**src/rtl/chan_pkg.sv**
```systemverilog
package chan_pkg;

	//////////////////////////////////////////////////
	// widths of the channel data paths

	localparam int WORD_W      = 128;             // buffer word, header or samples
	localparam int LINK_W      = 32;              // one part on the readout link
	localparam int CNT_W       = 6;               // burst count and buffer address
	localparam int FILL_NUM_W  = 24;              // fill number counter
	localparam int TAG_W       = 16;              // channel tag in the header
	localparam int FILL_TYPE_W = 2;               // same width as acq_enable

	localparam int PARTS_PER_WORD = WORD_W / LINK_W; // 4 link parts per buffer word

	// header bits left over after the named fields
	localparam int HDR_PAD_W = WORD_W - FILL_NUM_W - TAG_W - FILL_TYPE_W - CNT_W;

	//////////////////////////////////////////////////
	// plain vector types

	typedef logic [WORD_W-1:0]     word_t;        // header word or 8 x 16 bit samples
	typedef logic [LINK_W-1:0]     link_t;        // readout part
	typedef logic [CNT_W-1:0]      burst_cnt_t;   // bursts per fill or buffer address
	typedef logic [FILL_NUM_W-1:0] fill_num_t;    // running fill number
	typedef logic [TAG_W-1:0]      tag_t;         // channel tag

	//////////////////////////////////////////////////
	// enums

	// codes follow acq_enable from the master
	typedef enum logic [FILL_TYPE_W-1:0] {
		FILL_NONE  = 2'd0,                    // not enabled, triggers ignored
		FILL_MUON  = 2'd1,
		FILL_LASER = 2'd2,
		FILL_PED   = 2'd3                     // pedestal
	} fill_type_t;

	typedef enum logic [2:0] {
		S_IDLE,                               // waiting for a trigger
		S_HEADER,                             // header word goes to address 0
		S_CAPTURE,                            // one burst per adc_valid
		S_READ,                               // buffer read in flight
		S_SEND,                               // word handed to the link
		S_DONE                                // closing the last word handshake
	} acq_state_t;

	//////////////////////////////////////////////////
	// structs

	typedef struct packed {
		tag_t       channel_tag;              // copied into every header
		burst_cnt_t num_muon_bursts;
		burst_cnt_t num_laser_bursts;
		burst_cnt_t num_ped_bursts;
		fill_num_t  initial_fill_num;         // loaded on initial_fill_num_wr
	} acq_cfg_t;

	typedef struct packed {
		fill_num_t             fill_num;      // top bits of the word
		tag_t                  channel_tag;
		fill_type_t            fill_type;
		burst_cnt_t            num_bursts;
		logic [HDR_PAD_W-1:0]  pad;           // always zero
	} header_t;

endpackage

```
**src/rtl/readout_link.sv**
```systemverilog
`timescale 1ns/1ps

module readout_link (
	input  logic            clk,
	input  logic            rst,
	input  chan_pkg::word_t word,             // buffer read data
	input  logic            word_req,         // fsm has a valid word
	input  logic            last_word,        // this word ends the fill
	input  logic            tx_ack,           // from the master
	output logic            word_ack,         // all parts of the word taken
	output chan_pkg::link_t tx_data,
	output logic            tx_req,
	output logic            tx_last           // final part of the fill
);

	import chan_pkg::*;

	localparam int PART_W = $clog2(PARTS_PER_WORD);

	typedef enum logic [1:0] {
		L_IDLE,                               // waiting for word_req
		L_REQ,                                // tx_req up, waiting for ack
		L_WAIT,                               // tx_req down, waiting for ack to drop
		L_ACK                                 // word_ack up, waiting for word_req to drop
	} link_state_t;

	link_state_t       lstate;
	logic [PART_W-1:0] part;                  // 0 is the top 32 bits
	logic              last_q;                // latched last_word
	word_t             word_q;                // word being sent
	logic              load;                  // take a new word

	assign load = (lstate == L_IDLE) && word_req;

	//////////////////////////////////////////////////
	// handshake sequencing

	always_ff @(posedge clk) begin
		if (rst) begin
			lstate <= L_IDLE;
			part   <= '0;
			last_q <= 1'b0;
		end else begin
			case (lstate)
				L_IDLE: if (load) begin
					part   <= '0;
					last_q <= last_word;
					lstate <= L_REQ;      // tx_req one cycle after word_req
				end
				L_REQ: if (tx_ack) begin
					lstate <= L_WAIT;     // master has the part
				end
				L_WAIT: if (!tx_ack) begin
					if (part == PART_W'(PARTS_PER_WORD - 1)) begin
						lstate <= L_ACK;  // whole word gone
					end else begin
						part   <= part + 1'b1;
						lstate <= L_REQ;
					end
				end
				L_ACK: if (!word_req) begin
					lstate <= L_IDLE;
				end
				default: lstate <= L_IDLE;
			endcase
		end
	end

	// payload only, no reset
	always_ff @(posedge clk) begin
		if (load) begin
			word_q <= word;
		end
	end

	//////////////////////////////////////////////////
	// outputs

	assign tx_req   = (lstate == L_REQ);
	assign word_ack = (lstate == L_ACK);
	assign tx_data  = word_q[WORD_W - 1 - int'(part) * LINK_W -: LINK_W]; // msb part first
	assign tx_last  = tx_req && last_q && (part == PART_W'(PARTS_PER_WORD - 1));

endmodule

```
**config.mk**
```make
export PLATFORM = sky130hd
export DESIGN_NAME = readout_link
export DESIGN_NICKNAME = d
export VERILOG_FILES = /design/src/rtl/chan_pkg.sv /design/src/rtl/readout_link.sv
export SDC_FILE = /design/constraint.sdc
export NUM_CORES = 1
export LEC_CHECK = 0
export BUFFER_PORTS_ARGS = -buffer_cell sky130_fd_sc_hd__buf_2
export CAP_MARGIN = 20
export CORE_ASPECT_RATIO = 1.25
export CORE_MARGIN = 2
export CORE_UTILIZATION = 30
export DETAILED_ROUTE_END_ITERATION = 10
export PLACE_DENSITY = 0.61
export SYNTH_ARGS = -nofsm -noshare
export SYNTH_HDL_FRONTEND = slang
export SYNTH_SLANG_ARGS = --single-unit
```
**constraint.sdc**
```tcl
create_clock -name clk -period 7.2 [get_ports clk]
set_input_delay 1.44 -clock clk [delete_from_list [all_inputs] [get_ports clk]]
set_output_delay 1.44 -clock clk [all_outputs]
set_load 0.1 [all_outputs]
```
==> results.md <==
- Final core utilization: approximately two fifths
- Die W: 119 um
- Final setup fails: 0
- Top-count cell post-synth: edfxtp_1
- P_leak: 0.00245 uW
- Clk_lat worst skew: 0.42 ns
- CTS tree: done
- Pins over their slew limit: 0
- Reg-to-reg slack, setup: 4.69 ns
- Max Freq: ~270 MHz
- Post-layout minimum cycle time: 3.77 ns
- Share of the synthesized area in the top cell type: between 70 and 80%
- Final WL: just over 9000 um
- Syn Nets: ~330
- Max_cap viols: 0
- Worst Tran Pin Value: 0.943 ns
- Reg clk slew, reported paths: 0.05 ns
- Hold WS: around 0.53 ns
- Gpl congestion: 0.708
- Yosys cell types: 26
- Main area contributors after synthesis: edfxtp_1, mux4_2, mux4_1
- HP Class: register to register
- GRT Util Overall: 11.1%
- Die height: approximately 150 um
- ANT nets after route: 0
- Clock buffer depth: 2
- PortBufs: 167
- Hold-fix buffers, CTS: 0
- FILL cells: 1488
- H-tree lvl count: 4
- Cell taking the most area after synthesis: edfxtp_1
- Via Count: 2579
- Rows: 52
- Number of warnings issued by yosys: 0
- Most frequent cells after synthesis: edfxtp_1, mux4_2, dfxtp_1, mux4_1
- Core ar.: around 16000 um^2
- DR pass1 iterations: 4
- Largest net degree at the start of global routing: 69
- CTS buffer count: 17
- Synthesized area per cell: 25.5 um^2
- CP arrival: 2.33 ns
- First-pass GRT wire length: between 10000 and 15000 um
- CTS root buf: clkbuf_16
- Status: complete, no violations
- Gr ovfl total: 0
- CP Capture Type: primary output
- EDFF count, synth: 128
- Setup Skew: approximately 0.011 ns
- Avg Vias per Cell: roughly 4.3
- Synth Flop Type: edfxtp_1
- Worst Setup Start Kind: register
- Fin nets: 509
- Wire per inst: 15.1 um
- Post-route setup TNS: 0 ns
- Cells after Synth: 194
- Die area: 17500 um^2
- Slew margin rel.: a little under two fifths
- Area added between synthesis and finish: 32.7%
- Post-CTS setup-driven buffer insertion count: 0
- Sequential-to-total area share from yosys stat: 79.8%
- Vias in the first global route: 2805
- CTS Sinks: ~130
- Async SR Flop Fraction: 0%
- Initial Utilization: a little under a third
- Worst Path Required: 5.76 ns
- Final Hold Fails: 0
- Cell Area, Synth: 4940 um^2
- WS Path Type: register to primary output
- IO Pins: 168
- Initial antenna violation count: 1
- Layout cell share with drive strength beyond 1: roughly three fifths
- First DRT Iteration DRCs: between 80 and 90
- Period utilization: a little over half
- Peak VDD IR: 0.000138 V
- CTS resizes: 0
- RSZ-0062 raised after global routing: no
- Drt drc: 0
- Pwr per Cell Area: 301 nW/um^2
- Number of synthesized register bits: 133
- CP Max Fanout: 34
## cell type report
cell class              count  area, um^2  share of cell area, %
flip-flops and latches    133        3950                   60.2
multi-input cells          51         905                   13.8
repair buffers            170         858                   13.1
clock buffers              18         429                   6.55
well taps                 216         270                   4.12
clock inverters            13         135                   2.06
inverters                   2        7.51                  0.115
diodes                      1        2.50                 0.0382
## layout by cell type, fill, tap and decap left out, drive strengths merged
cell type,count
xor2,1
nor4b,2
mux4,32
bufinv,2
and2,1
a211oi,1
dfxtp,5
diode,1
o41ai,1
nor2b,1
clkbuf,18
ha,1
a2111oi,1
edfxtp,128
inv,3
nand3b,1
mux2i,1
a21oi,1
nor3b,1
a21o,1
and3,1
nor2,3
nor3,1
clkinv,6
buf,170
clkinvlp,4
## registers in the layout, indices dropped and copies added, names as in the netlist
register  count
last_q        1
word_q      128
part          2
lstate        2
## final timing paths
path	from	end	cells past startpoint
worst max-delay path	part[1]	tx_last	3
worst min-delay path	last_q	last_q	2
worst max register to register	lstate[0]	last_q	5
worst min register to register	last_q	last_q	2
## kinds of logic after synthesis
kind of cell / Yosys count / share of synthesized area [%]
mux: 33 / 15.1
xor+xnor: 1 / 0.177
simple gates: 11 / 1.77
flops: 133 / 79.8
buf+inv: 10 / 1.98
fa+ha+maj: 1 / 0.253
compound gates: 5 / 0.886
## critical path, stage by stage, from the launching register on
cell and delay (ns):
dfxtp_2 0.94, ha_1 0.38, and3_1 0.17, buf_2 0.42
## metrics by stage
stage               cell area (um^2)  total power, uW  instances  worst slack [ns]
CTS                             6550             2000        603              3.34
global placement                5990             1170        572              3.60
floorplan                       4940             1120        194             0.179
global route                    6550             2040        603              3.29
finish                          6550             1970        604              3.43
detailed placement              5990             1170        572              3.52
## report_power, final
group,switching (uW),leakage (uW),internal [uW]
Clock,311,0.000266,505
Sequential,13.9,0.00126,918
Combinational,164,0.000924,58.5
## layer usage
layer / GRT usage, % / wire, um
met1: 11.8 / 3430
met2: 19.0 / 4860
met3: 4.24 / 653
met4: 5.89 / 197
met5: 0 / 0
Note: power is estimated with default switching activity, not from simulation.
