## src/rtl/chan_pkg.sv

```systemverilog
package chan_pkg;

	//////////////////////////////////////////////////
	// widths of the channel data paths

	localparam int WORD_W      = 128;             // buffer word, header or samples
	localparam int LINK_W      = 32;              // one part on the readout link
	localparam int CNT_W       = 6;               // burst count and buffer address
	localparam int FILL_NUM_W  = 24;              // fill number counter
	localparam int TAG_W       = 16;              // channel tag in the header
	localparam int FILL_TYPE_W = 2;               // same width as acq_enable

	localparam int PARTS_PER_WORD = WORD_W / LINK_W; // 4 link parts per buffer word

	// header bits left over after the named fields
	localparam int HDR_PAD_W = WORD_W - FILL_NUM_W - TAG_W - FILL_TYPE_W - CNT_W;

	//////////////////////////////////////////////////
	// plain vector types

	typedef logic [WORD_W-1:0]     word_t;        // header word or 8 x 16 bit samples
	typedef logic [LINK_W-1:0]     link_t;        // readout part
	typedef logic [CNT_W-1:0]      burst_cnt_t;   // bursts per fill or buffer address
	typedef logic [FILL_NUM_W-1:0] fill_num_t;    // running fill number
	typedef logic [TAG_W-1:0]      tag_t;         // channel tag

	//////////////////////////////////////////////////
	// enums

	// codes follow acq_enable from the master
	typedef enum logic [FILL_TYPE_W-1:0] {
		FILL_NONE  = 2'd0,                    // not enabled, triggers ignored
		FILL_MUON  = 2'd1,
		FILL_LASER = 2'd2,
		FILL_PED   = 2'd3                     // pedestal
	} fill_type_t;

	typedef enum logic [2:0] {
		S_IDLE,                               // waiting for a trigger
		S_HEADER,                             // header word goes to address 0
		S_CAPTURE,                            // one burst per adc_valid
		S_READ,                               // buffer read in flight
		S_SEND,                               // word handed to the link
		S_DONE                                // closing the last word handshake
	} acq_state_t;

	//////////////////////////////////////////////////
	// structs

	typedef struct packed {
		tag_t       channel_tag;              // copied into every header
		burst_cnt_t num_muon_bursts;
		burst_cnt_t num_laser_bursts;
		burst_cnt_t num_ped_bursts;
		fill_num_t  initial_fill_num;         // loaded on initial_fill_num_wr
	} acq_cfg_t;

	typedef struct packed {
		fill_num_t             fill_num;      // top bits of the word
		tag_t                  channel_tag;
		fill_type_t            fill_type;
		burst_cnt_t            num_bursts;
		logic [HDR_PAD_W-1:0]  pad;           // always zero
	} header_t;

endpackage

```

## src/rtl/fill_header_gen.sv

```systemverilog
`timescale 1ns/1ps

module fill_header_gen (
	input  logic                   clk,
	input  logic                   rst,
	input  chan_pkg::acq_cfg_t     acq_cfg,             // tag and initial fill number
	input  logic                   initial_fill_num_wr, // load strobe from the host
	input  chan_pkg::fill_type_t   fill_type,           // type of the fill being started
	input  chan_pkg::burst_cnt_t   num_bursts,          // bursts of that fill
	input  logic                   hdr_capture,         // trigger accepted
	input  logic                   fill_done,           // readout finished
	output chan_pkg::fill_num_t    fill_num,
	output chan_pkg::word_t        header
);

	import chan_pkg::*;

	header_t hdr_q;                                     // header of the current fill

	//////////////////////////////////////////////////
	// fill number

	// host load beats the increment if both land together
	always_ff @(posedge clk) begin
		if (rst) begin
			fill_num <= '0;
		end else if (initial_fill_num_wr) begin
			fill_num <= acq_cfg.initial_fill_num;
		end else if (fill_done) begin
			fill_num <= fill_num + 1'b1;      // only on a completed readout
		end
	end

	//////////////////////////////////////////////////
	// header word

	// taken at the trigger so a later host write of
	// the fill number cannot change this fill
	always_ff @(posedge clk) begin
		if (hdr_capture) begin
			hdr_q.fill_num    <= fill_num;
			hdr_q.channel_tag <= acq_cfg.channel_tag;
			hdr_q.fill_type   <= fill_type;
			hdr_q.num_bursts  <= num_bursts;
			hdr_q.pad         <= '0;
		end
	end

	assign header = hdr_q;                              // flat 128 bit view

endmodule

```

## config.mk

```make
export PLATFORM = sky130hd
export DESIGN_NAME = fill_header_gen
export DESIGN_NICKNAME = d
export VERILOG_FILES = /design/src/rtl/chan_pkg.sv /design/src/rtl/fill_header_gen.sv
export SDC_FILE = /design/constraint.sdc
export NUM_CORES = 1
export LEC_CHECK = 0
export ABC_CLOCK_PERIOD_IN_PS = 2900
export BUFFER_PORTS_ARGS = -buffer_cell sky130_fd_sc_hd__buf_2
export CELL_PAD_IN_SITES_DETAIL_PLACEMENT = 1
export CELL_PAD_IN_SITES_GLOBAL_PLACEMENT = 2
export CORE_MARGIN = 8
export CORE_UTILIZATION = 24
export CTS_CLUSTER_SIZE = 8
export DETAILED_ROUTE_END_ITERATION = 12
export PLACE_DENSITY_LB_ADDON = 0.1
export SYNTH_ARGS = -nofsm -noshare
export SYNTH_HDL_FRONTEND = slang
export SYNTH_SLANG_ARGS = --single-unit
```

## constraint.sdc

```tcl
create_clock -name clk -period 2.9 [get_ports clk]
set_clock_uncertainty 0.15 [all_clocks]
set_input_delay 0.58 -clock clk [delete_from_list [all_inputs] [get_ports clk]]
set_output_delay 0.58 -clock clk [all_outputs]
set_load 0.005 [all_outputs]
```

==> results.sh <==
export IMPL_die_width_um=135.0
export IMPL_routed_wl_um=10160
export IMPL_critical_path_required_ns=2.99
export IMPL_clk_path_buf_depth=2
export IMPL_hold_buffers=0
export IMPL_grt_setup_unrepaired="false"
export IMPL_cp_arrival_ns=2.40
export IMPL_synth_edff_count=48
export IMPL_core_area_mm2=0.01383
export IMPL_vias=2487
export IMPL_hold_start="acq_cfg[44]"
export IMPL_hp_class="in2reg"
export IMPL_cts_setup_buffers=0
export IMPL_slew_headroom_pct=63.09
export IMPL_worst_pin_slew_ns=0.5537
export IMPL_grt_max_degree=27
export IMPL_ys_warn_count=0
export IMPL_yosysTopAreaCellShare_pct=42.45
export IMPL_cts_made_buffers=9
export IMPL_cts_resized=0
export IMPL_ys_types=33
export IMPL_dieHeight_um=135.0
export IMPL_reg2reg_from="fill_num[2]"
export IMPL_first_global_vias=2709
export IMPL_setup_viol=0
export IMPL_hold_viol_final=0
export IMPL_fin_ws_ns=0.5937
export IMPL_syn_area_per_cell_um2=11.43
export IMPL_antenna_found_initial=0
export IMPL_fmax_mhz=433.6
export IMPL_place_area_mm2=0.003953
export IMPL_first_iter_violations=130
export IMPL_post_route_min_period_ns=2.306
export IMPL_drc=0
export IMPL_peakVddDrop_mv=0.2539
export IMPL_status="complete, no violations"
export IMPL_clk_pin_slew_ns=0.06
export IMPL_drive_above_1_share_pct=34.56
export IMPL_startpoint="fill_num[2]"
export IMPL_htree_levels=3
export IMPL_dp_cells=598
export IMPL_nets=501
export IMPL_power_density_mw_per_mm2=623.7
export IMPL_dr_pass1_iters=4
export IMPL_cts_root_buffer="clkbuf_16"
export IMPL_initial_utilization_pct=24.56
export IMPL_fin_setup_tns_ns=0
export IMPL_cp_start_kind="flop"
export IMPL_synth_top_area_cell="edfxtp_1"
export IMPL_place_hpwl_um=7745
export IMPL_die_area_mm2=0.01821
export IMPL_crit_fanout=8
export IMPL_synth_area_mm2=0.003396
export IMPL_crit_type="reg2reg"
export IMPL_p_leak_nw=1.853
export IMPL_synth_most_common_cell="buf_4"
export IMPL_synthFlopType="edfxtp_1"
export IMPL_syn2layout_area_growth_pct=26.05
export IMPL_ant_nets=0
export IMPL_num_rows=43
export IMPL_synth_async_sr_flop_share_pct=0
export IMPL_stdcell_count=614
export IMPL_diodes=0
export IMPL_wire_per_inst_um=16.55
export IMPL_ys_seq_elements=72
export IMPL_finalMaxSlewViolations=0
export IMPL_via_per_inst=4.050
export IMPL_synthTopCellsByCount="buf_4, edfxtp_1, dfxtp_1"
export IMPL_routabilityCongestion=0.6606
export IMPL_synthCells=297
export IMPL_fin_crit_sh_pct=79.53
export IMPL_dpl_worst_slack_ns=0.3846
export IMPL_grt_overflow_total=0
export IMPL_endpoint_kind="flop"
export IMPL_final_cell_area_mm2=0.004280
export IMPL_portBuffers=124
export IMPL_cts_tree="yes"
export IMPL_nFillCells=1616
export IMPL_grt_util_all_layers_pct=10.84
export IMPL_maxCapViolCount=0
export IMPL_clkSinkCount=72
export IMPL_insertion_delay_ns=0.33
export IMPL_synth_area_leaders="edfxtp_1, buf_4, dfxtp_1, a211oi_1, nor2_1"
export IMPL_finalPower_w=0.002670
export IMPL_pin_count=223
export IMPL_yosysSeqAreaShare_pct=56.60
export IMPL_grt_pass1_wl_um=15280
-- kinds of logic (layout without fill, tap and decap cells) --
family / count (synthesis) / count (layout) / synth area share, %
flip-flops: 72 / 72 / 56.60
other: 1 / 80 / 0.1104
multiplexers: 1 / 1 / 0.2948
buffers and inverters: 99 / 157 / 19.90
AND/OR/NAND/NOR: 76 / 76 / 11.86
AO/OA/AOI/OAI: 36 / 36 / 8.032
XOR/XNOR: 11 / 11 / 2.837
adder cells (fa/ha/maj): 1 / 1 / 0.3684
-- layout make-up --
class                      instances  area (um2)  share of cell area (%)
multi-input combinational        205        1095                   25.58
timing repair buffer             131       673.1                   15.73
clock inverter                     7       102.6                   2.397
tap                              180       225.2                   5.262
sequential                        72        1922                   44.90
inverter                          10       37.54                  0.8769
clock buffer                       9       225.2                   5.262
-- layer usage --
layer | vias to the layer above | global-route usage, % | share of wire, %
met4 | 0 | 3.516 | 1.2
li1 | 1178 | - | -
met3 | 9 | 4.160 | 8.7
met5 | - | 0 | 0
met2 | 140 | 16.12 | 43
met1 | 1160 | 14.10 | 47
-- report_power, final --
group          switching, W  leakage [nW]  total, W  internal [W]
sequential        0.0000520         0.680   0.00123       0.00117
combinational      0.000133          1.02  0.000232     0.0000990
clock              0.000449         0.157   0.00121      0.000762
total              0.000634          1.85   0.00267       0.00204
-- critical path: stages (launching register included) --
cell      delay [ns]
dfxtp_1         0.46
nand3_2         0.22
or4_4           0.61
or4_1           0.51
a311oi_1        0.26
-- per-stage QoR --
step | hold WS, ns | util [%]
finish | 0.2677 | 30.96
CTS | 0.2522 | 30.96
global placement | 0.3376 | 28.59
global route | 0.2513 | 30.96
floorplan | 0.3196 | -
detailed placement | 0.3502 | 28.59
-- cells in the final DEF, fill, tap and decap left out, drive strengths merged, types with 9 or more instances in the layout --
cell    count
edfxtp     48
conb       80
clkbuf      9
nor2       22
inv        12
buf       131
dfxtp      24
nand2      13
nand3      10
a211oi     12
-- flip-flops by register name, summed over array words and instances (netlist names) --
| name | flops |
|---|---|
| fill_num | 24 |
| header | 48 |
-- final timing paths --
check / end / slack (ns) / depth (start not counted)
max reg2reg: fill_num[17] / 0.59 / 4
min reg2reg: header[127] / 0.35 / 0
max: fill_num[17] / 0.59 / 4
min: header[90] / 0.27 / 1
Note: power is estimated with default switching activity, not from simulation.
