`config.mk`:
```
export PLATFORM = sky130hd
export DESIGN_NAME = acq_fsm
export DESIGN_NICKNAME = d
export VERILOG_FILES = /design/src/rtl/chan_pkg.sv /design/src/rtl/acq_fsm.sv
export SDC_FILE = /design/constraint.sdc
export NUM_CORES = 1
export LEC_CHECK = 0
export CORE_MARGIN = 8
export CORE_UTILIZATION = 62
export CTS_BUF_LIST = sky130_fd_sc_hd__clkbuf_16
export CTS_CLUSTER_SIZE = 10
export DETAILED_ROUTE_END_ITERATION = 7
export DONT_BUFFER_PORTS = 1
export GPL_TIMING_DRIVEN = 0
export HOLD_SLACK_MARGIN = 0.05
export MAX_ROUTING_LAYER = met4
export PLACE_DENSITY = 0.76
export RECOVER_POWER = 100
export SYNTH_ARGS = -nofsm -noshare
export SYNTH_HDL_FRONTEND = slang
export SYNTH_SLANG_ARGS = --single-unit
```
`constraint.sdc`:
```
create_clock -name clk -period 4.2 [get_ports clk]
set_input_delay 0.84 -clock clk [delete_from_list [all_inputs] [get_ports clk]]
set_output_delay 0.84 -clock clk [all_outputs]
set_load 0.03 [all_outputs]
```
`src/rtl/chan_pkg.sv`:
```
package chan_pkg;

	//////////////////////////////////////////////////
	// widths of the channel data paths

	localparam int WORD_W      = 128;             // buffer word, header or samples
	localparam int LINK_W      = 32;              // one part on the readout link
	localparam int CNT_W       = 6;               // burst count and buffer address
	localparam int FILL_NUM_W  = 24;              // fill number counter
	localparam int TAG_W       = 16;              // channel tag in the header
	localparam int FILL_TYPE_W = 2;               // same width as acq_enable

	localparam int PARTS_PER_WORD = WORD_W / LINK_W; // 4 link parts per buffer word

	// header bits left over after the named fields
	localparam int HDR_PAD_W = WORD_W - FILL_NUM_W - TAG_W - FILL_TYPE_W - CNT_W;

	//////////////////////////////////////////////////
	// plain vector types

	typedef logic [WORD_W-1:0]     word_t;        // header word or 8 x 16 bit samples
	typedef logic [LINK_W-1:0]     link_t;        // readout part
	typedef logic [CNT_W-1:0]      burst_cnt_t;   // bursts per fill or buffer address
	typedef logic [FILL_NUM_W-1:0] fill_num_t;    // running fill number
	typedef logic [TAG_W-1:0]      tag_t;         // channel tag

	//////////////////////////////////////////////////
	// enums

	// codes follow acq_enable from the master
	typedef enum logic [FILL_TYPE_W-1:0] {
		FILL_NONE  = 2'd0,                    // not enabled, triggers ignored
		FILL_MUON  = 2'd1,
		FILL_LASER = 2'd2,
		FILL_PED   = 2'd3                     // pedestal
	} fill_type_t;

	typedef enum logic [2:0] {
		S_IDLE,                               // waiting for a trigger
		S_HEADER,                             // header word goes to address 0
		S_CAPTURE,                            // one burst per adc_valid
		S_READ,                               // buffer read in flight
		S_SEND,                               // word handed to the link
		S_DONE                                // closing the last word handshake
	} acq_state_t;

	//////////////////////////////////////////////////
	// structs

	typedef struct packed {
		tag_t       channel_tag;              // copied into every header
		burst_cnt_t num_muon_bursts;
		burst_cnt_t num_laser_bursts;
		burst_cnt_t num_ped_bursts;
		fill_num_t  initial_fill_num;         // loaded on initial_fill_num_wr
	} acq_cfg_t;

	typedef struct packed {
		fill_num_t             fill_num;      // top bits of the word
		tag_t                  channel_tag;
		fill_type_t            fill_type;
		burst_cnt_t            num_bursts;
		logic [HDR_PAD_W-1:0]  pad;           // always zero
	} header_t;

endpackage

```
`src/rtl/acq_fsm.sv`:
```
`timescale 1ns/1ps

module acq_fsm #(
	parameter int BUF_DEPTH = 64                  // header plus bursts must fit
) (
	input  logic                 clk,
	input  logic                 rst,
	input  chan_pkg::acq_cfg_t   acq_cfg,         // burst counts per fill type
	input  logic [1:0]           acq_enable,      // fill type code, 0 disables
	input  logic                 acq_trig,        // level, rising edge starts a fill
	input  logic                 acq_reset,       // abort back to idle
	input  logic                 readout_pause,   // hold before the next word
	input  logic                 adc_valid,       // a burst is on adc_data
	input  logic                 cnt_at_limit,    // address at the last word
	input  logic                 word_ack,        // from readout_link
	output chan_pkg::fill_type_t fill_type,       // to the header
	output chan_pkg::burst_cnt_t num_bursts,      // to the header
	output logic                 cnt_clear,
	output logic                 cnt_inc,
	output chan_pkg::burst_cnt_t cnt_limit,
	output logic                 buf_we,
	output logic                 buf_wdata_sel,   // 1 picks the header
	output logic                 hdr_capture,
	output logic                 fill_done,       // bumps the fill number
	output logic                 word_req,
	output logic                 last_word,
	output logic                 acq_done
);

	import chan_pkg::*;

	acq_state_t state, next;
	logic       trig_q;                           // acq_trig one cycle back
	logic       trig_rise;
	fill_type_t type_q;                           // latched at the trigger
	burst_cnt_t bursts_q;                         // latched at the trigger
	burst_cnt_t raw_bursts;                       // config count for acq_enable
	burst_cnt_t sel_bursts;                       // clamped to the buffer

	assign trig_rise = acq_trig && !trig_q;

	//////////////////////////////////////////////////
	// burst count for the requested fill type

	always_comb begin
		case (fill_type_t'(acq_enable))
			FILL_MUON:  raw_bursts = acq_cfg.num_muon_bursts;
			FILL_LASER: raw_bursts = acq_cfg.num_laser_bursts;
			FILL_PED:   raw_bursts = acq_cfg.num_ped_bursts;
			default:    raw_bursts = '0;
		endcase
	end

	// address 0 holds the header so only BUF_DEPTH-1 bursts fit
	assign sel_bursts = (int'(raw_bursts) > BUF_DEPTH - 1) ?
		burst_cnt_t'(BUF_DEPTH - 1) : raw_bursts;

	// in idle the header generator sees the live selection
	assign fill_type  = (state == S_IDLE) ? fill_type_t'(acq_enable) : type_q;
	assign num_bursts = (state == S_IDLE) ? sel_bursts : bursts_q;
	assign cnt_limit  = bursts_q;

	//////////////////////////////////////////////////
	// state and latched fill parameters

	always_ff @(posedge clk) begin
		if (rst) begin
			state    <= S_IDLE;
			trig_q   <= 1'b0;
			type_q   <= FILL_NONE;
			bursts_q <= '0;
		end else begin
			state  <= next;
			trig_q <= acq_trig;
			if (hdr_capture) begin
				type_q   <= fill_type_t'(acq_enable);
				bursts_q <= sel_bursts;
			end
		end
	end

	//////////////////////////////////////////////////
	// next state and strobes

	always_comb begin
		next          = state;
		cnt_clear     = 1'b0;
		cnt_inc       = 1'b0;
		buf_we        = 1'b0;
		buf_wdata_sel = 1'b0;
		hdr_capture   = 1'b0;
		fill_done     = 1'b0;
		case (state)
			S_IDLE: if (trig_rise && acq_enable != 2'd0) begin
				hdr_capture = 1'b1;
				cnt_clear   = 1'b1;               // header goes to address 0
				next        = S_HEADER;
			end
			S_HEADER: begin
				buf_we        = 1'b1;
				buf_wdata_sel = 1'b1;
				if (cnt_at_limit) begin
					next = S_READ;            // header-only fill, addr already 0
				end else begin
					cnt_inc = 1'b1;
					next    = S_CAPTURE;
				end
			end
			S_CAPTURE: if (adc_valid) begin
				buf_we = 1'b1;
				if (cnt_at_limit) begin
					cnt_clear = 1'b1;         // rewind for readout
					next      = S_READ;
				end else begin
					cnt_inc = 1'b1;
				end
			end
			S_READ: if (!readout_pause && !word_ack) begin
				next = S_SEND;                    // rdata valid next cycle
			end
			S_SEND: if (word_ack) begin
				if (cnt_at_limit) begin
					fill_done = 1'b1;
					next      = S_DONE;
				end else begin
					cnt_inc = 1'b1;
					next    = S_READ;
				end
			end
			S_DONE: if (!word_ack) begin
				next = S_IDLE;                    // link back in idle
			end
			default: next = S_IDLE;
		endcase
		if (acq_reset) begin
			next        = S_IDLE;                 // abort, fill number untouched
			buf_we      = 1'b0;
			hdr_capture = 1'b0;
			fill_done   = 1'b0;
		end
	end

	assign word_req  = (state == S_SEND);
	assign last_word = (state == S_SEND) && cnt_at_limit;
	assign acq_done  = (state == S_READ) || (state == S_SEND);

endmodule

```
==> run metrics <==
Mapped Avg Cell Area=~8 µm²; syn_nets=~180; R2R depth=3; Die X=around 55 µm; DR pass1 iterations=4; CP max stage delay=0.84 ns; Hold Path End=type_q[1]; mapped cell area=about 940 µm²; Synth top area share=25.6%; post-route cell area=roughly 1000 µm²; leakage power=0.362 nW; Cell variety after synth=40; crit-path max FO=10; layout cells sized above 1=16.2%; hold_buf cts=0; I/O pin count=a little over 90; reg-to-reg endpoint=cnt_limit[0]; top cell family by delay on the critical path=simple AND/OR/NAND/NOR gates; fin nets=around 190; number of remaining DRC errors=0; total track usage=roughly a fifth; hold depth=2; actual slew at the worst max-slew pin=about 1.5 ns; FF-to-FF Start=state[0]; post-synth top area cell=dfxtp_1; Core Util, Final=a little over two thirds; clock skew=0.00463 ns; final worst-path cycle share=approximately nine tenths; DRT iter0 DRCs=15; Core Box Area=1450 µm²; area delta synth->final=8.68%; clk_lat worst skew=approximately 0.24 ns; critical path launch point type=flip-flop; Port Buffer Count=0; CP arrival=between 2 and 3 ns; Cells after Synth=114; Placer Congestion=approximately 0.92; CP Capture Type=primary output; Fin Setup TNS=0 ns; clk sink count=12; YS warnings=0; Setup violations, final=0; Max-Cap Viols=1; Starting Density=~64%; sequential-to-total area share from yosys stat=approximately 26%; Worst IR Drop VDD=about 0.00022 V; relative max-transition margin=-3.98%; Vias/cell=roughly 6.9; n_diodes=0; Post-synth EDFFs=0; RSZ-0062 raised after global routing=false; Vias=~910; critical path type=flip-flop to primary output; Tightest Hold Check Type=flip-flop to flip-flop; Worst path slowest cell=nor3b_1; setup bufs post-CTS=0; top post-synthesis cells by area=dfxtp_1 26%, mux2_2 9.6%, a211oi_1 6.4%, a21oi_1 5.3%, a22oi_1 4.8%; post-layout power=0.379 mW; DIE HEIGHT=around 55 µm; post-CTS sizing=0; CTS tree=yes; max-slew violations=7; failing checks=max-capacitance violations, max-slew violations; Max clock buf depth=2; Buf+Inv Stages, Crit Path=1; grt total ovfl=0; Routed Wire Length=2660 µm; #FFs+latches synth=12; Post-DP HPWL=2010 µm; first-pass GRT wire length=between 4000 and 5000 µm; Clock Root Buffer=clkbuf_16; Final Hold Fails=0; status=complete, but fails checks; Post-synth ARST share=0%; R2R Setup Slk=~1.7 ns; Hold Crit Start=type_q[1]; # rows=14; pin count of the biggest net entering global routing=11; Tmin final=approximately 3.7 ns; post-route antenna net violation count=0; Area after DPL=between 900 and 1000 µm²; hold_ws=around 0.49 ns; Die ar.=~3000 µm²; f_max=0.269 GHz; number of global-route vias before repair=910; # H-tree levels=1; initial antenna violation count=0; clk slew on worst S/H paths=roughly 0.04 ns; Worst EP required=around 3.4 ns; wire per inst=roughly 20 µm; Fillers=around 130; crit path cell chain=clkbuf_1 > nor3b_2 > and2_1 > nor3b_1; number of CTS-inserted buffers=3; P per Cell Area=372 nW/µm²; Post-synth top flop=dfxtp_1
==> per-stage QoR <==
| stage | setup WS (ns) | std cells |
|---|---|---|
| 2_1_floorplan | 1.10 | 114 |
| 3_3_place_gp | 0.927 | 130 |
| 3_5_place_dp | 0.873 | 130 |
| 4_1_cts | 0.615 | 133 |
| 5_1_grt | 0.334 | 133 |
| 6_report | 0.479 | 133 |
==> routing by layer <==
metal / part of all wire, % / GRT usage, % / vias to the layer above
met1: 44 / 23.3 / 425
li1: - / - / 448
met3: 8.6 / 6.79 / 2
met2: 47 / 28.7 / 37
met4: 0.49 / 5.74 / 0
met5: 0 / - / -
==> Yosys cell counts, types with 3 or more instances <==
cell and n:
nor2_1 9, buf_2 6, clkbuf_1 3, mux2_2 8, nor2b_1 5, a31oi_1 7, a21oi_1 10, a22oi_1 6
dfxtp_1 12, a211oi_1 8
==> how the worst max path moves through the flow <==
stage	startpoint	endpoint	slack, ns	cells past startpoint
final	state[2]	fill_done	0.48	4
after global routing	state[2]	fill_done	0.33	4
after CTS	state[2]	fill_done	0.62	4
after detailed placement	state[2]	fill_done	0.87	4
after global placement	state[2]	fill_done	0.93	4
after floorplan	state[2]	fill_done	1.10	4
==> layout make-up <==
type / instances / area (µm²) / share of cell area, %
buffer: 9 / 38.8 / 3.81
clock buffer: 3 / 75.1 / 7.37
inverter: 2 / 7.51 / 0.737
multi-input combinational: 91 / 637 / 62.5
sequential: 12 / 240 / 23.6
tap: 16 / 20.0 / 1.97
==> worst register-to-register path: cells and delay by family (launching register included) <==
family             cells  cell delay [ns]
AOI/OAI and AO/OA      1             0.20
DFF                    1             0.38
and+or+nand+nor        2             1.75
==> state kept, by name, indices dropped and copies added, names as in the netlist <==
register / cells
state: 3
trig_q: 1
type_q: 2
cnt_limit: 6
==> layout by cell type (no fill, tap or decap), types with 2 or more instances in the layout <==
master,n
inv_1,2
mux2_1,2
a21oi_1,10
nand2b_1,2
nor2_1,9
a21boi_0,2
o31ai_1,2
nor3_1,3
mux2_2,6
buf_2,4
a31oi_1,7
nor2b_1,5
a22oi_1,6
nand3b_1,2
a211oi_1,8
clkbuf_16,3
nand3_1,2
dfxtp_1,12
clkbuf_1,5
or2_2,2
and3_1,2
nor3b_1,2
==> cells by family (layout without fill, tap and decap cells) <==
kind of cell | count (synthesis) | count (layout) | synth area share (%)
compound gates | 41 | 41 | 29.5
buf+inv | 11 | 14 | 5.21
xor+xnor | 1 | 1 | 0.935
mux | 9 | 9 | 10.7
simple gates | 40 | 40 | 28.0
flops | 12 | 12 | 25.6
==> power by group <==
| part | switching (mW) | leakage, nW | total (mW) | internal [mW] |
|---|---|---|---|---|
| sequential | 0.0120 | 0.0980 | 0.132 | 0.120 |
| clock | 0.0497 | 0.0370 | 0.174 | 0.124 |
| combinational | 0.0514 | 0.227 | 0.0737 | 0.0223 |
No activity file was read; power rests on OpenSTA's default activity.
