File: config.mk
export PLATFORM = sky130hd
export DESIGN_NAME = burst_counter
export DESIGN_NICKNAME = d
export VERILOG_FILES = /design/src/rtl/chan_pkg.sv /design/src/rtl/burst_counter.sv
export SDC_FILE = /design/constraint.sdc
export NUM_CORES = 1
export LEC_CHECK = 0
export ABC_CLOCK_PERIOD_IN_PS = 1050
export BUFFER_PORTS_ARGS = -buffer_cell sky130_fd_sc_hd__clkbuf_2
export CORE_AREA = 2 2 39 41
export DETAILED_ROUTE_END_ITERATION = 8
export DIE_AREA = 0 0 41 43
export GPL_TIMING_DRIVEN = 0
export MAX_ROUTING_LAYER = met4
export PLACE_DENSITY = 0.49
export SETUP_SLACK_MARGIN = 0.3
export SYNTH_ARGS = -nofsm -noshare
export SYNTH_HDL_FRONTEND = slang
export SYNTH_SLANG_ARGS = --single-unit
File: constraint.sdc
create_clock -name clk -period 1.05 [get_ports clk]
set_input_delay 0.0525 -clock clk [delete_from_list [all_inputs] [get_ports clk]]
set_output_delay 0.0525 -clock clk [all_outputs]
set_load 0.01 [all_outputs]
File: src/rtl/chan_pkg.sv
package chan_pkg;

	//////////////////////////////////////////////////
	// widths of the channel data paths

	localparam int WORD_W      = 128;             // buffer word, header or samples
	localparam int LINK_W      = 32;              // one part on the readout link
	localparam int CNT_W       = 6;               // burst count and buffer address
	localparam int FILL_NUM_W  = 24;              // fill number counter
	localparam int TAG_W       = 16;              // channel tag in the header
	localparam int FILL_TYPE_W = 2;               // same width as acq_enable

	localparam int PARTS_PER_WORD = WORD_W / LINK_W; // 4 link parts per buffer word

	// header bits left over after the named fields
	localparam int HDR_PAD_W = WORD_W - FILL_NUM_W - TAG_W - FILL_TYPE_W - CNT_W;

	//////////////////////////////////////////////////
	// plain vector types

	typedef logic [WORD_W-1:0]     word_t;        // header word or 8 x 16 bit samples
	typedef logic [LINK_W-1:0]     link_t;        // readout part
	typedef logic [CNT_W-1:0]      burst_cnt_t;   // bursts per fill or buffer address
	typedef logic [FILL_NUM_W-1:0] fill_num_t;    // running fill number
	typedef logic [TAG_W-1:0]      tag_t;         // channel tag

	//////////////////////////////////////////////////
	// enums

	// codes follow acq_enable from the master
	typedef enum logic [FILL_TYPE_W-1:0] {
		FILL_NONE  = 2'd0,                    // not enabled, triggers ignored
		FILL_MUON  = 2'd1,
		FILL_LASER = 2'd2,
		FILL_PED   = 2'd3                     // pedestal
	} fill_type_t;

	typedef enum logic [2:0] {
		S_IDLE,                               // waiting for a trigger
		S_HEADER,                             // header word goes to address 0
		S_CAPTURE,                            // one burst per adc_valid
		S_READ,                               // buffer read in flight
		S_SEND,                               // word handed to the link
		S_DONE                                // closing the last word handshake
	} acq_state_t;

	//////////////////////////////////////////////////
	// structs

	typedef struct packed {
		tag_t       channel_tag;              // copied into every header
		burst_cnt_t num_muon_bursts;
		burst_cnt_t num_laser_bursts;
		burst_cnt_t num_ped_bursts;
		fill_num_t  initial_fill_num;         // loaded on initial_fill_num_wr
	} acq_cfg_t;

	typedef struct packed {
		fill_num_t             fill_num;      // top bits of the word
		tag_t                  channel_tag;
		fill_type_t            fill_type;
		burst_cnt_t            num_bursts;
		logic [HDR_PAD_W-1:0]  pad;           // always zero
	} header_t;

endpackage

File: src/rtl/burst_counter.sv
`timescale 1ns/1ps

module burst_counter (
	input  logic               clk,
	input  logic               rst,
	input  logic               cnt_clear,     // back to address 0
	input  logic               cnt_inc,       // step to the next address
	input  chan_pkg::burst_cnt_t cnt_limit,   // last address of the fill
	output chan_pkg::burst_cnt_t addr,        // shared write and read address
	output logic               cnt_at_limit   // addr sits on the last address
);

	//////////////////////////////////////////////////
	// address register

	// one address serves capture and readout
	// since the two never overlap
	always_ff @(posedge clk) begin
		if (rst) begin
			addr <= '0;
		end else if (cnt_clear) begin
			addr <= '0;               // clear wins over inc
		end else if (cnt_inc) begin
			addr <= addr + 1'b1;      // wraps at 64, limit stops it first
		end
	end

	//////////////////////////////////////////////////
	// terminal flag

	// straight from the register so the fsm sees it
	// in the same cycle as the address
	assign cnt_at_limit = (addr == cnt_limit); // header-only fill hits at 0

endmodule

==> results.md, run 1 <==
- Filler cells: 144
- FF-to-FF setup slack: -0.09 ns
- H-tree lvl count: 1
- Clock insertion delay at the later pin of the skew report: 0.25 ns
- Biggest regs: addr x6
- Ys flop type: dfxtp_1
- Die Area: 1763 µm²
- Synth area leaders: dfxtp_1, xnor2_1, xor2_1
- Worst Tran Pin Value: 0.2957 ns
- Critical Path End Type: primary output
- Setup violations, final: 3
- Yosys top cell area share: 0.3840
- Max Clock Freq: 0.8780 GHz
- Worst Setup SP: addr[4]
- Hold Violations, Final: 0
- RR Startpoint: addr[2]
- Drt wl/cell: 11.08 µm
- Chip height: 43 µm
- Standard-cell rows: 14
- First-pass GRT wire length: 1090 µm
- Final nets: 72
- Core region area: 1384 µm²
- Initial antenna violation count: 0
- Mapped cell area: 312.8 µm²
- Cells after Synth: 34
- Maximum clock path buffer count: 2
- DP Worst Slack: 0.04751 ns
- HP Class: in -> reg
- Share of cells above drive strength 1: 0.6667
- Yosys top cell by area: dfxtp_1
- Sum Neg Setup Slack: -0.2122 ns
- Pwr Density: 891.5 nW/µm²
- Reg-to-reg critical path endpoint: addr[5]
- Most common cell in the netlist: dfxtp_1
- Yosys warning total: 0
- Post-synthesis register bit count: 6
- Maxcap violations: 0
- HP Start: cnt_inc
- TritonCTS clock tree: done
- Number of vias per cell: 4.237
- Number of global-route vias before repair: 290
- Area Growth Syn to Fin: 92.00%
- Static leakage: 0.2717 nW
- Worst Hold End: addr[0]
- All-layer global routing usage: 0.09877
- Crit-path max FO: 4
- Post-layout min period: 1.139 ns
- Net Count, Synth: 45
- Num ports: 17
- Iter 0 DRT Violations: 0
- Max_slew headroom: 0.8029
- Synth cell types: 15
- Grt ovf: 0
- Critical path type: reg -> out
- PortBufs: 16
- Min-Delay Path Depth: 3
- Antenna Cells: 0
- Antenna Nets Post-Route: 0
- Number of synthesized flops with an enable pin: 0
- Critical path required time: 1.00 ns
- Gpl congestion: 0.6346
- Vias: 322
- Final clock skew: 0.008011 ns
- Status: complete, but fails checks
- TritonCTS buffer count: 3
- RSZ-0062 raised after global routing: true
- Max-slew violations: 0
- Worst-path clk slew: 0.05 ns
- Die width: 41 µm
- HPWL after DPL: 539.9 µm
- CTS root buf: clkbuf_4
- Seq/Total Area, Yosys: 0.3840
- Post-Route WL: 842 µm
- Failing checks: setup timing
- Setup ws final: -0.08891 ns
- Synth top cells by count: dfxtp_1, nor2_1, xnor2_1, xor2_1
- # DRC: 0
- Final period util: 1.085
- CTS Sinks: 6
- Syn Area/Cell: 9.200 µm²
- Asr flop ratio synth: 0
- Largest net degree at the start of global routing: 7
- Starting Density: 0.2260
- Most flops, register: addr
- Worst Path Arrival: 1.09 ns
- FF-to-FF path depth: 4
- Peak supply drop: 0.0003660 V
- Crit start category: flip-flop
- TritonRoute pass-1 iters: 1
- Max FFs per register: 6
## worst max-delay path by stage
| stage | cells after the start | slack [ns] | end |
|---|---|---|---|
| 2_1_floorplan | 3 | 0.09 | addr[5] |
| 3_3_place_gp | 4 | 0.06 | addr[4] |
| 3_5_place_dp | 3 | 0.05 | addr[5] |
| 4_1_cts | 4 | -0.12 | cnt_at_limit |
| 5_1_grt | 4 | -0.17 | cnt_at_limit |
| 6_report | 4 | -0.09 | cnt_at_limit |
## layout make-up
type	count	area [µm²]	area share
plain buffers	1	3.754	0.006250
clock buffers	4	26.28	0.04375
multi-input cells	27	239.0	0.3979
flip-flops and latches	6	140.1	0.2333
well taps	16	20.02	0.03333
repair buffers	22	171.4	0.2854
## worst max-delay path, cell delays in order, from the launching register on
cell	delay [ns]
dfxtp_4	0.35
xnor2_1	0.13
nand4_1	0.12
nor3_2	0.10
buf_2	0.15
## cell families (layout without fill, tap and decap cells)
| logic type | Yosys count | after routing | share of synthesized area |
|---|---|---|---|
| simple gates | 13 | 13 | 0.2200 |
| xor+xnor | 10 | 10 | 0.2800 |
| flops | 6 | 6 | 0.3840 |
| buf+inv | 1 | 27 | 0.01199 |
| fa+ha+maj | 1 | 1 | 0.03999 |
| compound gates | 2 | 2 | 0.03197 |
| mux | 1 | 1 | 0.03200 |
## cell usage in the layout, fill, tap and decap left out, types with 2 or more instances in the layout
| master | instances |
|---|---|
| buf_6 | 9 |
| clkbuf_2 | 9 |
| buf_2 | 2 |
| clkbuf_4 | 3 |
| buf_4 | 2 |
| clkbuf_1 | 2 |
| nand4_1 | 2 |
| nand2_1 | 2 |
| xor2_1 | 5 |
| nor2_1 | 5 |
| dfxtp_4 | 5 |
| xnor2_2 | 4 |
## metal layers
metal | up-vias | global-route usage | part of all wire
li1 | 166 | - | -
met1 | 145 | 0.09968 | 0.36
met2 | 11 | 0.1469 | 0.56
met3 | 0 | 0.04712 | 0.077
met4 | 0 | 0.06000 | 0
met5 | - | - | 0
## through the flow
stage	instance area (µm²)	hold WS (ns)	instances	power, W	util
final	600.6	0.1754	76	0.0005354	0.4340
after global routing	600.6	0.1863	76	0.0005696	0.4340
after CTS	525.5	0.1619	73	0.0005360	0.3797
after detailed placement	445.4	0.4227	66	0.0002877	0.3219
after global placement	445.4	0.4195	66	0.0002876	0.3219
after floorplan	345.3	0.1988	34	0.0002592	-
## where the power goes
group	internal [W]	total [W]	switching [W]
registers	0.000220	0.000224	0.00000369
logic	0.0000474	0.0000813	0.0000339
clock network	0.000144	0.000230	0.0000861
total	0.000412	0.000535	0.000124
## what timing repair did
item	in CTS	in global routing
pin swaps	5	3
hold buffers	0	0
buffers inserted	3	3
setup endpoints to repair	12	13
resized for setup	6	17
(Power assumes the default switching activity.)
==> run 2, diff against run 1 <==
--- a/config.mk
+++ b/config.mk
@@ -13,3 +13,2 @@
 export GPL_TIMING_DRIVEN = 0
-export MAX_ROUTING_LAYER = met4
 export PLACE_DENSITY = 0.49
--- a/constraint.sdc
+++ b/constraint.sdc
@@ -3,2 +3,2 @@
 set_output_delay 0.0525 -clock clk [all_outputs]
-set_load 0.01 [all_outputs]
+set_load 0.02 [all_outputs]
==> run 2 against run 1 <==
  * Critical path type unchanged
  * The run still ends with setup timing left
  * Non-clock buffer count grew 6
  * Final area grew 19%
  * Setup slack lost 0.089 ns
  * Power grew 4.6%
  * Cell count grew 7.9%
  * Clock-buffer cell count is the same
  * Largest power group unchanged
  * Register-to-register slack lost 0.04 ns
  * Die area is the same
  * Via count grew 9.3%
  * Global-route usage grew 1.3 points
  * Sequential power is essentially flat
  * Critical path depth is the same
==> results.md, run 2 (synthesis results as in run 1) <==
- Critical Path End Type: primary output (unchanged)
- TritonCTS buffer count: 3 (unchanged)
- Met1 Use GR: 0.1254 (was 0.09968)
- Static leakage: 0.3183 nW (was 0.2717 nW)
- Standard-cell rows: 14 (unchanged)
- Max-slew violations: 0 (unchanged)
- Iter 0 DRT Violations: 3 (was 0)
- Number of vias per cell: 4.293 (was 4.237)
- FF+latch area: 140.1 µm² (unchanged)
- Post-Route WL: 897 µm (was 842 µm)
- Area Growth Syn to Fin: 127.6% (was 92.00%)
- Die width: 41 µm (unchanged)
- Biggest regs: addr x6 (unchanged)
- Hold-fix buffers, CTS: 0 (unchanged)
- CP cell instances: xnor2_2 -> nand4_1 -> nor3_4 -> clkbuf_8 (was xnor2_1 -> nand4_1 -> nor3_2 -> buf_2)
- Most frequent cells in the layout: clkbuf_2, buf_4, buf_6 (was clkbuf_2, buf_6, xor2_1, nor2_1, dfxtp_4)
- CTS root buf: clkbuf_4 (unchanged)
- CP max stage cell: dfxtp_4 (unchanged)
- Worst Tran Pin Value: 0.2735 ns (was 0.2957 ns)
- Area of the multi-input gates: 261.5 µm² (was 239.0 µm²)
- M3 GR Usage: 0.04712 (unchanged)
- Chip height: 43 µm (unchanged)
- Grt met2 use: 0.1688 (was 0.1469)
- Grt ovf: 0 (unchanged)
- Slowest stage delay, CP: 0.35 ns (about the same)
- Max FFs per register: 6 (unchanged)
- RSZ-0062 raised after global routing: true (unchanged)
- Largest net degree at the start of global routing: 7 (unchanged)
- TritonCTS clock tree: done (unchanged)
- Filler cells: 121 (was 144)
- Die Area: 1763 µm² (unchanged)
- Clock insertion delay at the later pin of the skew report: 0.25 ns (about the same)
- H-tree lvl count: 1 (unchanged)
- TritonRoute pass-1 iters: 2 (was 1)
- Starting Density: 0.2260 (unchanged)
- PortBufs: 16 (unchanged)
- HPWL after DPL: 543.1 µm (was 539.9 µm)
- Drt wl/cell: 10.94 µm (was 11.08 µm)
- Worst-path clk slew: 0.05 ns (about the same)
- Leading cell type in the layout, fill and taps excluded: clkbuf_2
- Number of global-route vias before repair: 331 (was 290)
- Most flops, register: addr (unchanged)
- Antenna Cells: 0 (unchanged)
- Pwr Density: 786.4 nW/µm² (was 891.5 nW/µm²)
- Share of cells above drive strength 1: 0.7121 (was 0.6667)
- Maxcap violations: 0 (unchanged)
- Num ports: 17 (unchanged)
- Peak supply drop: 0.0003578 V (was 0.0003660 V)
- Antenna Nets Post-Route: 0 (unchanged)
- Vias: 352 (was 322)
- Hold Violations, Final: 0 (unchanged)
- CTS Sinks: 6 (unchanged)
- Design Power: 0.0005598 W (was 0.0005354 W)
- Initial antenna violation count: 0 (unchanged)
- Critical path required time: 1.00 ns (about the same)
- Worst Path Arrival: 1.18 ns (was 1.09 ns)
- Critical path type: reg -> out (unchanged)
- Crit start category: flip-flop (unchanged)
- First-pass GRT wire length: 1269 µm (was 1090 µm)
- Max Clock Freq: 0.8144 GHz (was 0.8780 GHz)
- Setup violations, final: 7 (was 3)
- Final clock skew: 0.009462 ns (was 0.008011 ns)
- Maximum clock path buffer count: 2 (unchanged)
- All-layer global routing usage: 0.1114 (was 0.09877)
- Max_slew headroom: 0.8177 (was 0.8029)
- HP Class: in -> reg (unchanged)
- Failing checks: setup timing (unchanged)
- Most Crowded Layer GR: met2 (unchanged)
- FF-to-FF setup slack: -0.13 ns (was -0.09 ns)
- Core region area: 1384 µm² (unchanged)
- Crit path buf inv count: 1 (unchanged)
- Delay-heaviest family, CP: flip-flops (unchanged)
- Post-layout min period: 1.228 ns (was 1.139 ns)
- Final nets: 78 (was 72)
- Crit-path max FO: 2 (was 4)
- # DRC: 0 (unchanged)
- Gpl congestion: 0.6932 (was 0.6346)
- Status: complete, but fails checks (unchanged)
- Setup ws final: -0.1780 ns (was -0.08891 ns)
- DP Worst Slack: -0.0007432 ns (was 0.04751 ns)
- Final period util: 1.169 (was 1.085)
run 2: what timing repair did:
action | 4_1_cts | 5_1_grt
buffers inserted | 5 | 7
pin swaps | 10 | 4
setup endpoints to repair | 12 | 13
resized for setup | 24 | 9
run 2: layer usage:
layer  up-vias  wire length (µm)
met2        11               467
met4         0                 0
li1        180                 -
met1       161               378
met5         -                 0
met3         0                51
run 2: layout make-up:
type	count	area share
buffer	1	0.005272
clock buffer	4	0.03691
multi-input combinational	27	0.3673
sequential	6	0.1968
tap	16	0.02812
timing repair buffer	28	0.3656
run 2: through the flow:
stage	TNS, ns	hold slack, ns	cells	util	area [µm²]
2_1_floorplan	0	0.1988	34	-	349.1
3_3_place_gp	0	0.4243	66	0.3246	449.2
3_5_place_dp	-0.0007432	0.4229	66	0.3246	449.2
4_1_cts	-0.3332	0.1716	75	0.4584	634.4
5_1_grt	-0.9566	0.1926	82	0.5145	711.9
6_report	-0.6776	0.1944	82	0.5145	711.9
run 2: report_power, final:
group | switching [W] | internal [W] | total [W]
Combinational | 0.0000446 | 0.0000600 | 0.000105
Sequential | 0.00000288 | 0.000220 | 0.000223
Clock | 0.0000881 | 0.000144 | 0.000232
Total | 0.000136 | 0.000424 | 0.000560
run 2: worst min-delay path: stages:
cell,delay (ns)
clkbuf_2,0.20
xnor2_2,0.09
nor2_1,0.07
run 2: final timing paths:
check	from	end	depth (start not counted)
setup / recovery	addr[0]	cnt_at_limit	4
hold / removal	cnt_inc	addr[0]	3
setup reg to reg	addr[0]	addr[4]	6
hold reg to reg	addr[5]	addr[5]	2
==> run 3, diff against run 2 <==
Settings changed: ABC_CLOCK_PERIOD_IN_PS 1050 to 1400, PLACE_DENSITY 0.49 to 0.48, TNS_END_PERCENT set to 1.
Clock period 1.05 ns to 1.4 ns, I/O delays scaled along.
==> run 3 against run 2 <==
  * The flow now finishes without violations
  * Non-clock buffer count shrank 7
  * Setup slack gained 0.39 ns
  * Sequential power shrank 24%
  * Hold slack lost 0.013 ns
  * Combinational power shrank 48%
  * First-iteration DRC count shrank 100%
  * Via count shrank 9.9%
  * Clock power shrank 33%
  * Sequential share of layout area grew 6.2 points
  * Die area is the same
  * Register-to-register slack gained 0.37 ns
  * Highest routed layer is now met4
==> results.md, run 3 (synthesis results as in run 1) <==
- Clock insertion delay at the later pin of the skew report: 0.24 ns (was 0.25 ns)
- Crit-path max FO: 4 (was 2)
- Setup ws final: 0.2105 ns (was -0.1780 ns)
- Most flops, register: addr (unchanged)
- Max_slew headroom: 0.8359 (was 0.8177)
- Num ports: 17 (unchanged)
- Initial antenna violation count: 0 (unchanged)
- Hold Violations, Final: 0 (unchanged)
- CTS root buf: clkbuf_4 (unchanged)
- TritonCTS clock tree: done (unchanged)
- DP Worst Slack: 0.3060 ns (was -0.0007432 ns)
- Worst-path clk slew: 0.04 ns (was 0.05 ns)
- H-tree lvl count: 1 (unchanged)
- Post-layout min period: 1.190 ns
- Share of cells above drive strength 1: 0.6207 (was 0.7121)
- Drt wl/cell: 10.28 µm (was 10.94 µm)
- Max FFs per register: 6 (unchanged)
- Status: finished, final reports clean (was complete, but fails checks)
- CTS Sinks: 6 (unchanged)
- Worst Tran Pin Value: 0.2461 ns (was 0.2735 ns)
- Most frequent cells in the layout: clkbuf_2, buf_4, xor2_1, nor2_1 (was clkbuf_2, buf_4, buf_6)
- Design Power: 0.0003810 W (was 0.0005598 W)
- Filler cells: 151 (was 121)
- Iter 0 DRT Violations: 0 (was 3)
- Hold-fix buffers, CTS: 0 (unchanged)
- Grt ovf: 0 (unchanged)
- # DRC: 0 (unchanged)
- Starting Density: 0.2260 (unchanged)
- PortBufs: 16 (unchanged)
- Final period util: 0.8497
- Standard-cell rows: 14 (unchanged)
- Die width: 41 µm (unchanged)
- Antenna Cells: 0 (unchanged)
- RSZ-0062 raised after global routing: true (unchanged)
- Biggest regs: addr x6 (unchanged)
- Setup violations, final: 0 (was 7)
- All-layer global routing usage: 0.09658 (was 0.1114)
- Pwr Density: 723.2 nW/µm² (was 786.4 nW/µm²)
- Number of vias per cell: 4.284 (was 4.293)
- Critical Path End Type: primary output (unchanged)
- Vias: 317 (was 352)
- TritonCTS buffer count: 3 (unchanged)
- Final nets: 71 (was 78)
- Max Clock Freq: 0.8407 GHz
- Gpl congestion: 0.6870 (was 0.6932)
- Largest net degree at the start of global routing: 7 (unchanged)
- First-pass GRT wire length: 1076 µm (was 1269 µm)
- Critical path type: reg -> out (unchanged)
- Static leakage: 0.2537 nW (was 0.3183 nW)
- Area Growth Syn to Fin: 68.40% (was 127.6%)
- Peak supply drop: 0.0003287 V (was 0.0003578 V)
- Crit start category: flip-flop (unchanged)
- Max-slew violations: 0 (unchanged)
- Post-Route WL: 761 µm (was 897 µm)
- Worst Path Arrival: 1.12 ns (was 1.18 ns)
- Maxcap violations: 0 (unchanged)
- FF+latch area: 136.4 µm² (was 140.1 µm²)
- Number of global-route vias before repair: 282 (was 331)
- Leading cell type in the layout, fill and taps excluded: clkbuf_2 (unchanged)
- HP Class: in -> reg (unchanged)
- Critical path required time: 1.33 ns (was 1.00 ns)
- Final clock skew: 0.0003421 ns (was 0.009462 ns)
- Die Area: 1763 µm² (unchanged)
- Chip height: 43 µm (unchanged)
- Core region area: 1384 µm² (unchanged)
- Area of the multi-input gates: 224.0 µm² (was 261.5 µm²)
- TritonRoute pass-1 iters: 1 (was 2)
- Antenna Nets Post-Route: 0 (unchanged)
- Maximum clock path buffer count: 2 (unchanged)
- Sum Neg Setup Slack: 0 ns (was -0.6776 ns)
run 3: final cells by class:
class | instances | area share
well taps | 16 | 0.03800
plain buffers | 1 | 0.007126
flip-flops and latches | 6 | 0.2589
repair buffers | 21 | 0.2280
clock buffers | 3 | 0.04276
multi-input cells | 27 | 0.4252
run 3: where the power goes:
part	switching, W	internal (W)	leakage, nW
clock network	0.0000597	0.0000968	0.0138
registers	0.00000294	0.000167	0.0521
logic	0.0000240	0.0000305	0.188
run 3: timing repair:
| action | 4_1_cts | 5_1_grt |
|---|---|---|
| hold endpoints to repair | 0 | 0 |
| setup endpoints to repair | 2 | 4 |
| gates resized for setup | 11 | 1 |
| pin swaps | 2 | 0 |
| buffers inserted | 5 | 0 |
run 3: final timing paths:
check / slack (ns) / cells after the start / to / startpoint
min reg2reg: 0.52 / 2 / addr[5] / addr[5]
max reg2reg: 0.24 / 4 / addr[5] / addr[0]
min: 0.18 / 3 / addr[1] / cnt_inc
max: 0.21 / 4 / cnt_at_limit / addr[4]
run 3: per-stage QoR:
stage | utilization | hold slack [ns] | cells | area [µm²]
2_1_floorplan | - | 0.2175 | 34 | 321.6
3_3_place_gp | 0.3047 | 0.4224 | 66 | 421.7
3_5_place_dp | 0.3047 | 0.4333 | 66 | 421.7
4_1_cts | 0.3807 | 0.1839 | 74 | 526.8
5_1_grt | 0.3807 | 0.1920 | 74 | 526.8
6_report | 0.3807 | 0.1813 | 74 | 526.8
run 3: worst max-delay path, cell delays in order, from the launching register on:
cell and delay (ns):
dfxtp_4 0.36, xnor2_2 0.13, nand4_1 0.13, nor3_2 0.11, buf_4 0.15
run 3: per-layer routing:
metal	part of all wire	GRT usage
met1	0.41	0.1036
met2	0.50	0.1438
met5	0	0
met4	0.013	0.06000
met3	0.079	0.04712
